**src/source/axiPkg.sv**
```systemverilog
package axiPkg;

    // master-side and slave-side transaction IDs
    typedef logic [3:0] idT;
    // upper nibble carries the master index
    typedef logic [7:0] slaveIdT;

    typedef logic [31:0] addrT;
    typedef logic [3:0]  lenT;
    typedef logic [2:0]  sizeT;
    typedef logic [1:0]  burstT;

    // 1 to 5 are mapped slaves, 6 is the default slave
    typedef logic [2:0] slaveSelT;

    localparam int numMasters = 2;

    localparam slaveSelT selS1 = 3'd1;
    localparam slaveSelT selS2 = 3'd2;
    localparam slaveSelT selS3 = 3'd3;
    localparam slaveSelT selS4 = 3'd4;
    localparam slaveSelT selS5 = 3'd5;
    localparam slaveSelT selSD = 3'd6;

    // slave address map, limits inclusive
    localparam addrT s1Base  = 32'h0000_0000;
    localparam addrT s1Limit = 32'h0000_FFFF;

    localparam addrT s2Base  = 32'h0001_0000;
    localparam addrT s2Limit = 32'h0001_FFFF;

    localparam addrT s3Base  = 32'h1000_0000;
    localparam addrT s3Limit = 32'h1000_03FF;

    localparam addrT s4Base  = 32'h1001_0000;
    localparam addrT s4Limit = 32'h1001_03FF;

    localparam addrT s5Base  = 32'h2000_0000;
    localparam addrT s5Limit = 32'h201F_FFFF;

    // arbiter FSM
    typedef enum logic {
        idle,
        locked
    } arbState;

endpackage

```
**src/source/awArbiter.sv**
```systemverilog
`timescale 1ns/1ps

module awArbiter (
    input  logic            clk,
    input  logic            rstN,

    input  axiPkg::idT      awIdM0,
    input  axiPkg::addrT    awAddrM0,
    input  axiPkg::lenT     awLenM0,
    input  axiPkg::sizeT    awSizeM0,
    input  axiPkg::burstT   awBurstM0,
    input  logic            awValidM0,
    output logic            awReadyM0,

    input  axiPkg::idT      awIdM1,
    input  axiPkg::addrT    awAddrM1,
    input  axiPkg::lenT     awLenM1,
    input  axiPkg::sizeT    awSizeM1,
    input  axiPkg::burstT   awBurstM1,
    input  logic            awValidM1,
    output logic            awReadyM1,

    output axiPkg::slaveIdT grantId,
    output axiPkg::addrT    grantAddr,
    output axiPkg::lenT     grantLen,
    output axiPkg::sizeT    grantSize,
    output axiPkg::burstT   grantBurst,
    output logic            grantValid,
    input  logic            grantReady
);
    import axiPkg::*;

    arbState state;

    logic [$clog2(numMasters)-1:0] lockIdx;
    logic [$clog2(numMasters)-1:0] rrPtr;
    logic [$clog2(numMasters)-1:0] grantIdx;
    logic                          handshake;

    // choose the master that owns the channel this cycle
    always_comb begin
        if (state == locked) begin
            grantIdx = lockIdx;
        end else if (awValidM0 && awValidM1) begin
            // both requesting, round-robin pointer decides
            grantIdx = rrPtr;
        end else if (awValidM1) begin
            grantIdx = 1'b1;
        end else begin
            grantIdx = 1'b0;
        end
    end

    // payload mux, master index goes in front of the ID
    always_comb begin
        if (grantIdx == 1'b1) begin
            grantId    = {idT'(grantIdx), awIdM1};
            grantAddr  = awAddrM1;
            grantLen   = awLenM1;
            grantSize  = awSizeM1;
            grantBurst = awBurstM1;
            grantValid = awValidM1;
        end else begin
            grantId    = {idT'(grantIdx), awIdM0};
            grantAddr  = awAddrM0;
            grantLen   = awLenM0;
            grantSize  = awSizeM0;
            grantBurst = awBurstM0;
            grantValid = awValidM0;
        end
    end

    assign handshake = grantValid && grantReady;

    // ready only reaches the granted master
    assign awReadyM0 = handshake && (grantIdx == 1'b0);
    assign awReadyM1 = handshake && (grantIdx == 1'b1);

    always_ff @(posedge clk) begin
        if (!rstN) begin
            state   <= idle;
            lockIdx <= '0;
            rrPtr   <= '0;
        end else begin
            case (state)
                idle: begin
                    // slave stalled, hold the grant until it accepts
                    if (grantValid && !grantReady) begin
                        state   <= locked;
                        lockIdx <= grantIdx;
                    end
                end
                locked: begin
                    if (handshake) begin
                        state <= idle;
                    end
                end
            endcase

            // favour the other master next time
            if (handshake) begin
                rrPtr <= ~grantIdx;
            end
        end
    end

endmodule

```
**src/source/awDecoder.sv**
```systemverilog
`timescale 1ns/1ps

module awDecoder (
    input  logic         grantValid,
    input  axiPkg::addrT grantAddr,

    input  logic         awReadyS1,
    input  logic         awReadyS2,
    input  logic         awReadyS3,
    input  logic         awReadyS4,
    input  logic         awReadyS5,
    input  logic         awReadySD,

    output logic         awValidS1,
    output logic         awValidS2,
    output logic         awValidS3,
    output logic         awValidS4,
    output logic         awValidS5,
    output logic         awValidSD,

    output logic         grantReady
);
    import axiPkg::*;

    slaveSelT slaveSel;

    function automatic logic inRange(
        input addrT addr,
        input addrT base,
        input addrT limit
    );
        return (addr >= base) && (addr <= limit);
    endfunction

    // address map lookup
    always_comb begin
        if (inRange(grantAddr, s1Base, s1Limit)) begin
            slaveSel = selS1;
        end else if (inRange(grantAddr, s2Base, s2Limit)) begin
            slaveSel = selS2;
        end else if (inRange(grantAddr, s3Base, s3Limit)) begin
            slaveSel = selS3;
        end else if (inRange(grantAddr, s4Base, s4Limit)) begin
            slaveSel = selS4;
        end else if (inRange(grantAddr, s5Base, s5Limit)) begin
            slaveSel = selS5;
        end else begin
            // unmapped, goes to the default slave
            slaveSel = selSD;
        end
    end

    // one-hot valid fan-out
    assign awValidS1 = grantValid && (slaveSel == selS1);
    assign awValidS2 = grantValid && (slaveSel == selS2);
    assign awValidS3 = grantValid && (slaveSel == selS3);
    assign awValidS4 = grantValid && (slaveSel == selS4);
    assign awValidS5 = grantValid && (slaveSel == selS5);
    assign awValidSD = grantValid && (slaveSel == selSD);

    // ready back from the selected slave
    always_comb begin
        case (slaveSel)
            selS1:   grantReady = awReadyS1;
            selS2:   grantReady = awReadyS2;
            selS3:   grantReady = awReadyS3;
            selS4:   grantReady = awReadyS4;
            selS5:   grantReady = awReadyS5;
            default: grantReady = awReadySD;
        endcase
    end

endmodule

```
**src/source/writeAddrChannel.sv**
```systemverilog
`timescale 1ns/1ps

module writeAddrChannel (
    input  logic            clk,
    input  logic            rstN,

    // instruction-side master
    input  axiPkg::idT      awIdM0,
    input  axiPkg::addrT    awAddrM0,
    input  axiPkg::lenT     awLenM0,
    input  axiPkg::sizeT    awSizeM0,
    input  axiPkg::burstT   awBurstM0,
    input  logic            awValidM0,
    output logic            awReadyM0,

    // data-memory master
    input  axiPkg::idT      awIdM1,
    input  axiPkg::addrT    awAddrM1,
    input  axiPkg::lenT     awLenM1,
    input  axiPkg::sizeT    awSizeM1,
    input  axiPkg::burstT   awBurstM1,
    input  logic            awValidM1,
    output logic            awReadyM1,

    output axiPkg::slaveIdT awIdS1,
    output axiPkg::addrT    awAddrS1,
    output axiPkg::lenT     awLenS1,
    output axiPkg::sizeT    awSizeS1,
    output axiPkg::burstT   awBurstS1,
    output logic            awValidS1,
    input  logic            awReadyS1,

    output axiPkg::slaveIdT awIdS2,
    output axiPkg::addrT    awAddrS2,
    output axiPkg::lenT     awLenS2,
    output axiPkg::sizeT    awSizeS2,
    output axiPkg::burstT   awBurstS2,
    output logic            awValidS2,
    input  logic            awReadyS2,

    output axiPkg::slaveIdT awIdS3,
    output axiPkg::addrT    awAddrS3,
    output axiPkg::lenT     awLenS3,
    output axiPkg::sizeT    awSizeS3,
    output axiPkg::burstT   awBurstS3,
    output logic            awValidS3,
    input  logic            awReadyS3,

    output axiPkg::slaveIdT awIdS4,
    output axiPkg::addrT    awAddrS4,
    output axiPkg::lenT     awLenS4,
    output axiPkg::sizeT    awSizeS4,
    output axiPkg::burstT   awBurstS4,
    output logic            awValidS4,
    input  logic            awReadyS4,

    output axiPkg::slaveIdT awIdS5,
    output axiPkg::addrT    awAddrS5,
    output axiPkg::lenT     awLenS5,
    output axiPkg::sizeT    awSizeS5,
    output axiPkg::burstT   awBurstS5,
    output logic            awValidS5,
    input  logic            awReadyS5,

    // default slave
    output axiPkg::slaveIdT awIdSD,
    output axiPkg::addrT    awAddrSD,
    output axiPkg::lenT     awLenSD,
    output axiPkg::sizeT    awSizeSD,
    output axiPkg::burstT   awBurstSD,
    output logic            awValidSD,
    input  logic            awReadySD
);
    import axiPkg::*;

    slaveIdT grantId;
    addrT    grantAddr;
    lenT     grantLen;
    sizeT    grantSize;
    burstT   grantBurst;
    logic    grantValid;
    logic    grantReady;

    // payload goes to every slave, only valid is decoded
    assign awIdS1    = grantId;
    assign awAddrS1  = grantAddr;
    assign awLenS1   = grantLen;
    assign awSizeS1  = grantSize;
    assign awBurstS1 = grantBurst;

    assign awIdS2    = grantId;
    assign awAddrS2  = grantAddr;
    assign awLenS2   = grantLen;
    assign awSizeS2  = grantSize;
    assign awBurstS2 = grantBurst;

    assign awIdS3    = grantId;
    assign awAddrS3  = grantAddr;
    assign awLenS3   = grantLen;
    assign awSizeS3  = grantSize;
    assign awBurstS3 = grantBurst;

    assign awIdS4    = grantId;
    assign awAddrS4  = grantAddr;
    assign awLenS4   = grantLen;
    assign awSizeS4  = grantSize;
    assign awBurstS4 = grantBurst;

    assign awIdS5    = grantId;
    assign awAddrS5  = grantAddr;
    assign awLenS5   = grantLen;
    assign awSizeS5  = grantSize;
    assign awBurstS5 = grantBurst;

    assign awIdSD    = grantId;
    assign awAddrSD  = grantAddr;
    assign awLenSD   = grantLen;
    assign awSizeSD  = grantSize;
    assign awBurstSD = grantBurst;

    awArbiter awArbiter_i (
        .clk        (clk),
        .rstN       (rstN),
        .awIdM0     (awIdM0),
        .awAddrM0   (awAddrM0),
        .awLenM0    (awLenM0),
        .awSizeM0   (awSizeM0),
        .awBurstM0  (awBurstM0),
        .awValidM0  (awValidM0),
        .awReadyM0  (awReadyM0),
        .awIdM1     (awIdM1),
        .awAddrM1   (awAddrM1),
        .awLenM1    (awLenM1),
        .awSizeM1   (awSizeM1),
        .awBurstM1  (awBurstM1),
        .awValidM1  (awValidM1),
        .awReadyM1  (awReadyM1),
        .grantId    (grantId),
        .grantAddr  (grantAddr),
        .grantLen   (grantLen),
        .grantSize  (grantSize),
        .grantBurst (grantBurst),
        .grantValid (grantValid),
        .grantReady (grantReady)
    );

    awDecoder awDecoder_i (
        .grantValid (grantValid),
        .grantAddr  (grantAddr),
        .awReadyS1  (awReadyS1),
        .awReadyS2  (awReadyS2),
        .awReadyS3  (awReadyS3),
        .awReadyS4  (awReadyS4),
        .awReadyS5  (awReadyS5),
        .awReadySD  (awReadySD),
        .awValidS1  (awValidS1),
        .awValidS2  (awValidS2),
        .awValidS3  (awValidS3),
        .awValidS4  (awValidS4),
        .awValidS5  (awValidS5),
        .awValidSD  (awValidSD),
        .grantReady (grantReady)
    );

endmodule
```
**config.mk**
```make
export PLATFORM = sky130hd
export DESIGN_NAME = writeAddrChannel
export DESIGN_NICKNAME = d
export VERILOG_FILES = /design/src/source/axiPkg.sv /design/src/source/awArbiter.sv /design/src/source/awDecoder.sv /design/src/source/writeAddrChannel.sv
export SDC_FILE = /design/constraint.sdc
export NUM_CORES = 1
export LEC_CHECK = 0
export BUFFER_PORTS_ARGS = -buffer_cell sky130_fd_sc_hd__buf_2
export CORE_AREA = 2 2 155 157
export DETAILED_ROUTE_END_ITERATION = 8
export DIE_AREA = 0 0 157 159
export PLACE_DENSITY = 0.48
export SYNTH_ARGS = -nofsm -noshare
export SYNTH_HDL_FRONTEND = slang
export SYNTH_HIERARCHICAL = 1
export SYNTH_SLANG_ARGS = --single-unit
```
**constraint.sdc**
```tcl
create_clock -name clk -period 3.8 [get_ports clk]
set_input_delay 0.76 -clock clk [delete_from_list [all_inputs] [get_ports clk]]
set_output_delay 0.76 -clock clk [all_outputs]
set_load 0.01 [all_outputs]
```
==> results.toml, run 1 <==
[status]
outcome = "finished, violations left"
violations = "negative setup slack"

[setup_path]
capturing_element_type_of_the_critical_path = "output pin"
cp_data_arrival_time_ps = 3320
crit_path_start = "awValidM0"
critPathRequiredTime_ps = 3040
timing.critical_path.from_type = "input pin"
timing.rr.end = "awArbiter_i/lockIdx$_SDFFE_PN0P_"
critical_path_peak_fanout = 6
worstPathBufferInverterCount = 5
cp_num_cells = 14
path_class = "input pin to output pin"
worst_path_dominant_cell_family = "simple AND/OR/NAND/NOR gates"
cp-endpoint = "awReadyM0"
r2r.worst_path.cells = 14
timing.rr.start = "awArbiter_i/rrPtr$_SDFFE_PN0P_"
slowest_stage = "or4_4"
crit_path_cell_trace = "buf_6 > nor2b_4 > o21ai_4 > buf_6 > mux2_4 > or4_4 > nor4_4 > buf_4 > nand4_4 > and3_4 > o22ai_4 > inv_2 > nor3b_2 > buf_2"
worst-r2r-setup-slack_ps = 550
path_common_cell = "buf_6"
critPathMaxStageDelay_ps = 550

[finish]
final_nets = 640
fillers = 2661
final_design_instance_area_without_fill_um2 = 3920
seqCellArea_um2 = 60.1
num_antenna_cells = 0
area_delta_synth_final_pct = 35.6
drive_above_1_share = 0.931
area_of_the_multi_input_gates_um2 = 1040
finish.utilization = 0.169

[die]
core_region_area_um2 = 23200
num_rows = 56
floorplan.initialDensity = 0.125
die_w_um = 157
dieArea_um2 = 25000
die_height_um = 159
top_level_ports = 402

[pwr]
internal-power_mw = 0.520
power.static_leakage_nw = 2.27
power.density_cell_area_nw_per_um2 = 243
vdd_drop_max_v = 0.000148
comb_power_share = 0.785
p_sw_mw = 0.434
clkPwrFrac = 0.176
p_sw_frac = 0.455
design_power_total_mw = 0.954
pwr-share-seq = 0.039

[timing]
final-max-slew-violation-count = 0
max_fclk_mhz = 245
grt_setup_unrepaired = "true"
timing.final.ws_setup_ps = -283
number_of_hold_violations_in_the_final_report = 0
timing_worst_slew_pin_value_ps = 616
final.min_clock_period_ps = 4080
fin_skew_ps = 0.242
setup_violations = 6
finalCritPeriodShare = 1.07
normalized_max_slew_margin = 0.589

[drt]
first_pass_iters = 4
vias = 2702
detail_route.drc_violations = 0
final_antenna_net_count = 0
vias_per_cell = 3.15
initialDrtViolationCount = 39
wire_per_inst_um = 11.5
overall_routed_net_length_um = 9900

[logic_synthesis]
synth.largest_area_cell = "buf_4"
yosysUniqueCellTypes = 32
avgSynthCellArea_um2 = 8.18
synth-seq-area-share = 0.0208
synth_edf_count = 0
post-synth-top-count-cell = "buf_4"
synthTopCellsByArea = "buf_4, mux2_2, mux2_4, dfxtp_1, nor2_1"
netlist_top_cells_count = "buf_4, mux2_2, mux2_4, nor2_1, nand2_1"
synth_area_um2 = 2890
yosys.area.top_type_share = 0.651
ys_ff_latch = 3
syn_inst = 354
yosysWarningCount = 6
synth-async-reset-ratio = 0
ys.flop_type = "dfxtp_1"

[clock_network]
cts.sink_count = 3
htreeDepth = 1
cts_root_buffer = "clkbuf_16"
cts_buffers = 3
max-clock-path-buffers = 2
tritoncts = "yes"
cts_hold_buf = 0
clk_pin_slew_worst_paths_ps = 30
worstSkewPairLatency_ps = 220

[job]
drv_cap = 0

[worst_hold_path]
min-delay-path-class = "flip-flop to flip-flop"

[global_route]
grt_start_max_net_pins = 19
antenna_found_initial = 0
grt_first_pass_wirelength_um = 13200
grt_usage = 0.0685
grt-ovfl-total = 0
grt_pass1_vias = 2363

[placed_design]
placed_area_um2 = 3630
dp_hpwl_um = 8990
numPortBuffers = 383
gpl.final_weighted_congestion = 0.799
==> cells by family after synthesis <==
family          share of synthesized area
compound gates                     0.0272
buf+inv                             0.668
flops                              0.0208
mux                                 0.204
other cells                       0.00130
simple gates                       0.0787
==> cells in the final DEF (no fill, tap or decap), drive strengths merged, types with 3 or more instances in the layout <==
cell type and count:
conb 3, clkbuf 4, mux2 45, nand2 6
nor2 7, inv 3, nand2b 3, buf 433
a21oi 4, nor4 4, dfxtp 3, and3 3
==> how the worst min path moves through the flow <==
stage,from,endpoint,depth (start not counted)
finish,awArbiter_i/lockIdx$_SDFFE_PN0P_,awArbiter_i/lockIdx$_SDFFE_PN0P_,2
global route,awArbiter_i/lockIdx$_SDFFE_PN0P_,awArbiter_i/lockIdx$_SDFFE_PN0P_,2
CTS,awArbiter_i/lockIdx$_SDFFE_PN0P_,awArbiter_i/lockIdx$_SDFFE_PN0P_,2
detailed placement,awArbiter_i/rrPtr$_SDFFE_PN0P_,awArbiter_i/lockIdx$_SDFFE_PN0P_,2
global placement,awArbiter_i/lockIdx$_SDFFE_PN0P_,awArbiter_i/lockIdx$_SDFFE_PN0P_,2
floorplan,awArbiter_i/rrPtr$_SDFFE_PN0P_,awArbiter_i/lockIdx$_SDFFE_PN0P_,2
==> metrics by stage <==
stage	instances	TNS (ps)	hold slack [ps]	setup WS, ps
after floorplan	356	-557	506	-281
after global placement	844	-1850	538	-519
after detailed placement	844	-2280	540	-598
after global routing	858	-1900	577	-455
after CTS	858	-2090	558	-398
final	858	-828	561	-283
==> layer usage <==
layer  track usage  vias up  share of wire  wire (um)
met5             0        -              0          0
met4        0.0113        0         0.0060         59
met3       0.00435        4          0.085        844
met2         0.148      214           0.56       5510
met1        0.0701     1221           0.35       3480
li1              -     1263              -          -
==> final cells by class <==
cell class / instances / area share
Sequential cell: 3 / 0.0153
Tap cell: 319 / 0.102
Multi-Input combinational cell: 96 / 0.265
Clock buffer: 4 / 0.0201
Timing Repair Buffer: 433 / 0.595
Inverter: 3 / 0.00287
==> power groups by stage <==
stage	Combinational (mW)	Sequential (mW)	Clock (mW)
6_report	0.749	0.0374	0.168
5_1_grt	0.810	0.0377	0.174
4_1_cts	0.751	0.0372	0.169
3_5_place_dp	0.733	0.0373	0
3_3_place_gp	0.733	0.0374	0
2_1_floorplan	0.672	0.0366	0
==> worst min-delay path: cells and delay by family (launching register included) <==
kind / cells / cell delay (ps)
flops: 1 / 320
compound gates: 2 / 190
==> repair_timing <==
action	CTS	global route
gates resized for setup	20	10
pin swaps	7	7
setup buffers	11	2
endpoints found under the setup margin	8	7
endpoints found under the hold margin	0	0
cloned	0	0
No activity file was read; power rests on OpenSTA's default activity.
==> inputs of run 2 (changes only) <==
- CTS_BUF_LIST: unset -> sky130_fd_sc_hd__clkbuf_4
- PLACE_DENSITY: 0.48 -> 0.51
==> run 2 against run 1 <==
Effect of this change:
- the run still ends with negative setup slack left
- clock power is 63% lower
- power is 11% lower
- sequential cell count stayed put
- die area stayed put
- count of clock-buffer cells in the layout stayed put
- cell area is 1.1% lower
- global-route usage hardly changed
- non-clock buffer count is 2 lower
- cell count is 0.23% lower
- utilization is 0.19 points lower
- critical path type unchanged
==> results.toml, run 2 (synthesis results as in run 1) <==
[timing]
fin_skew_ps = 0.721
finalCritPeriodShare = 1.11
setup_violations = 7
number_of_hold_violations_in_the_final_report = 0
final-max-slew-violation-count = 0
max_fclk_mhz = 237
timing.final.ws_setup_ps = -420
grt_setup_unrepaired = "true"
final.min_clock_period_ps = 4220
worst_hold_slack_ps = 571

[setup_path]
cp_num_cells = 15
timing.rr.start = "awArbiter_i/rrPtr$_SDFFE_PN0P_"
timing.rr.end = "awArbiter_i/lockIdx$_SDFFE_PN0P_"
path_common_cell = "buf_6"
capturing_element_type_of_the_critical_path = "output pin"
worst-r2r-setup-slack_ps = 350
critPathRequiredTime_ps = 3040
timing.critical_path.from_type = "input pin"
slowest_stage = "or4_4"
crit_path_cell_trace = "buf_6 > nor2b_4 > o21ai_4 > buf_12 > buf_16 > mux2_4 > or4_4 > nor4_4 > buf_4 > nand4_4 > buf_4 > buf_6 > buf_6 > nor3b_2 > buf_2"
critical_path_peak_fanout = 4
cp_data_arrival_time_ps = 3460
path_class = "input pin to output pin"
crit_path_start = "awValidM0"
cp-endpoint = "awValidS4"
critPathMaxStageDelay_ps = 560
worstPathBufferInverterCount = 8
r2r.worst_path.cells = 16
worst_path_dominant_cell_family = "simple AND/OR/NAND/NOR gates"

[drt]
overall_routed_net_length_um = 9960
initialDrtViolationCount = 59
vias_per_cell = 3.10
final_antenna_net_count = 0
first_pass_iters = 4
vias = 2651
wire_per_inst_um = 11.6
detail_route.drc_violations = 0

[finish]
num_antenna_cells = 0
final_nets = 638
drive_above_1_share = 0.931
final_common_cell = "buf_2"
layout.cells.most_common_list = "buf_2, buf_4, mux2_2, mux2_4"
area_delta_synth_final_pct = 34.1

[clock_network]
cts.sink_count = 3
cts_root_buffer = "clkbuf_4"
cts_hold_buf = 0
cts_buffers = 3
max-clock-path-buffers = 2
tritoncts = "yes"
worstSkewPairLatency_ps = 230
htreeDepth = 1
clk_pin_slew_worst_paths_ps = 40

[worst_hold_path]
min-delay-path-class = "flip-flop to flip-flop"

[placed_design]
place_worst_setup_slack_ps = -552
dp_hpwl_um = 8820
numPortBuffers = 383
gpl.final_weighted_congestion = 0.724

[global_route]
met1_capacity_usage_during_global_routing = 0.0729
globalRoute.busiestLayer = "met2"
gr-usage-met3 = 0.00463
grt_pass1_vias = 2349
grt_first_pass_wirelength_um = 13300
grt_usage = 0.0688
grt-ovfl-total = 0
grt_start_max_net_pins = 18
groute.layer.met2.usage = 0.149
antenna_found_initial = 0

[pwr]
design_power_total_mw = 0.853
power.density_cell_area_nw_per_um2 = 220
power.static_leakage_nw = 2.23
vdd_drop_max_v = 0.000142

[die]
top_level_ports = 402
floorplan.initialDensity = 0.125
core_region_area_um2 = 23200
num_rows = 56
die_w_um = 157
dieArea_um2 = 25000
die_height_um = 159

[job]
drv_cap = 0

[status]
outcome = "finished, violations left"
violations = "negative setup slack"
## run 2: cell count changes in the layout (fill, tap and decap cells not counted), sizes merged
cell / delta
buf: -2
## run 2: layout make-up
class | count | area (um^2)
flip-flops and latches | 3 | 60.1
multi-input cells | 96 | 1010
repair buffers | 431 | 2360
fillers | 2663 | 19300
clock buffers | 4 | 30.0
well taps | 319 | 399
inverters | 3 | 11.3
## run 2: per-stage QoR
stage / setup TNS [ps] / util / std cells / instance area (um^2)
final: -1920 / 0.167 / 856 / 3880
after global routing: -2570 / 0.167 / 856 / 3880
after CTS: -1490 / 0.165 / 853 / 3830
after detailed placement: -2180 / 0.157 / 845 / 3650
after floorplan: -557 / - / 356 / 2910
after global placement: -1860 / 0.157 / 845 / 3650
## run 2: tightest hold or removal path: stages (launching register included)
cell	delay, ps
dfxtp_1	320
a21oi_1	130
a311oi_1	60
## run 2: layer usage
layer / wire [um] / part of all wire
met1: 3410 / 0.34
met2: 5620 / 0.56
met3: 914 / 0.092
met4: 19 / 0.0019
met5: 0 / 0
## run 2: repair_timing
item	in CTS	in global routing
buffers inserted	3	3
endpoints found under the hold margin	0	0
gates resized for setup	19	7
cloned	1	0
pin swaps	3	6
setup endpoints to repair	8	9
## run 2: how the worst min path moves through the flow
stage	depth (start not counted)	slack, ps	from	to
floorplan	2	510	awArbiter_i/rrPtr$_SDFFE_PN0P_	awArbiter_i/lockIdx$_SDFFE_PN0P_
global placement	2	540	awArbiter_i/lockIdx$_SDFFE_PN0P_	awArbiter_i/lockIdx$_SDFFE_PN0P_
detailed placement	2	560	awArbiter_i/lockIdx$_SDFFE_PN0P_	awArbiter_i/lockIdx$_SDFFE_PN0P_
CTS	2	570	awArbiter_i/lockIdx$_SDFFE_PN0P_	awArbiter_i/lockIdx$_SDFFE_PN0P_
global route	2	590	awArbiter_i/lockIdx$_SDFFE_PN0P_	awArbiter_i/lockIdx$_SDFFE_PN0P_
finish	2	570	awArbiter_i/lockIdx$_SDFFE_PN0P_	awArbiter_i/lockIdx$_SDFFE_PN0P_
## run 2: report_power, final
group,switching [mW],total [mW],internal (mW)
combinational,0.402,0.754,0.351
clock,0.0160,0.0624,0.0464
sequential,0.00280,0.0368,0.0340
total,0.421,0.853,0.432
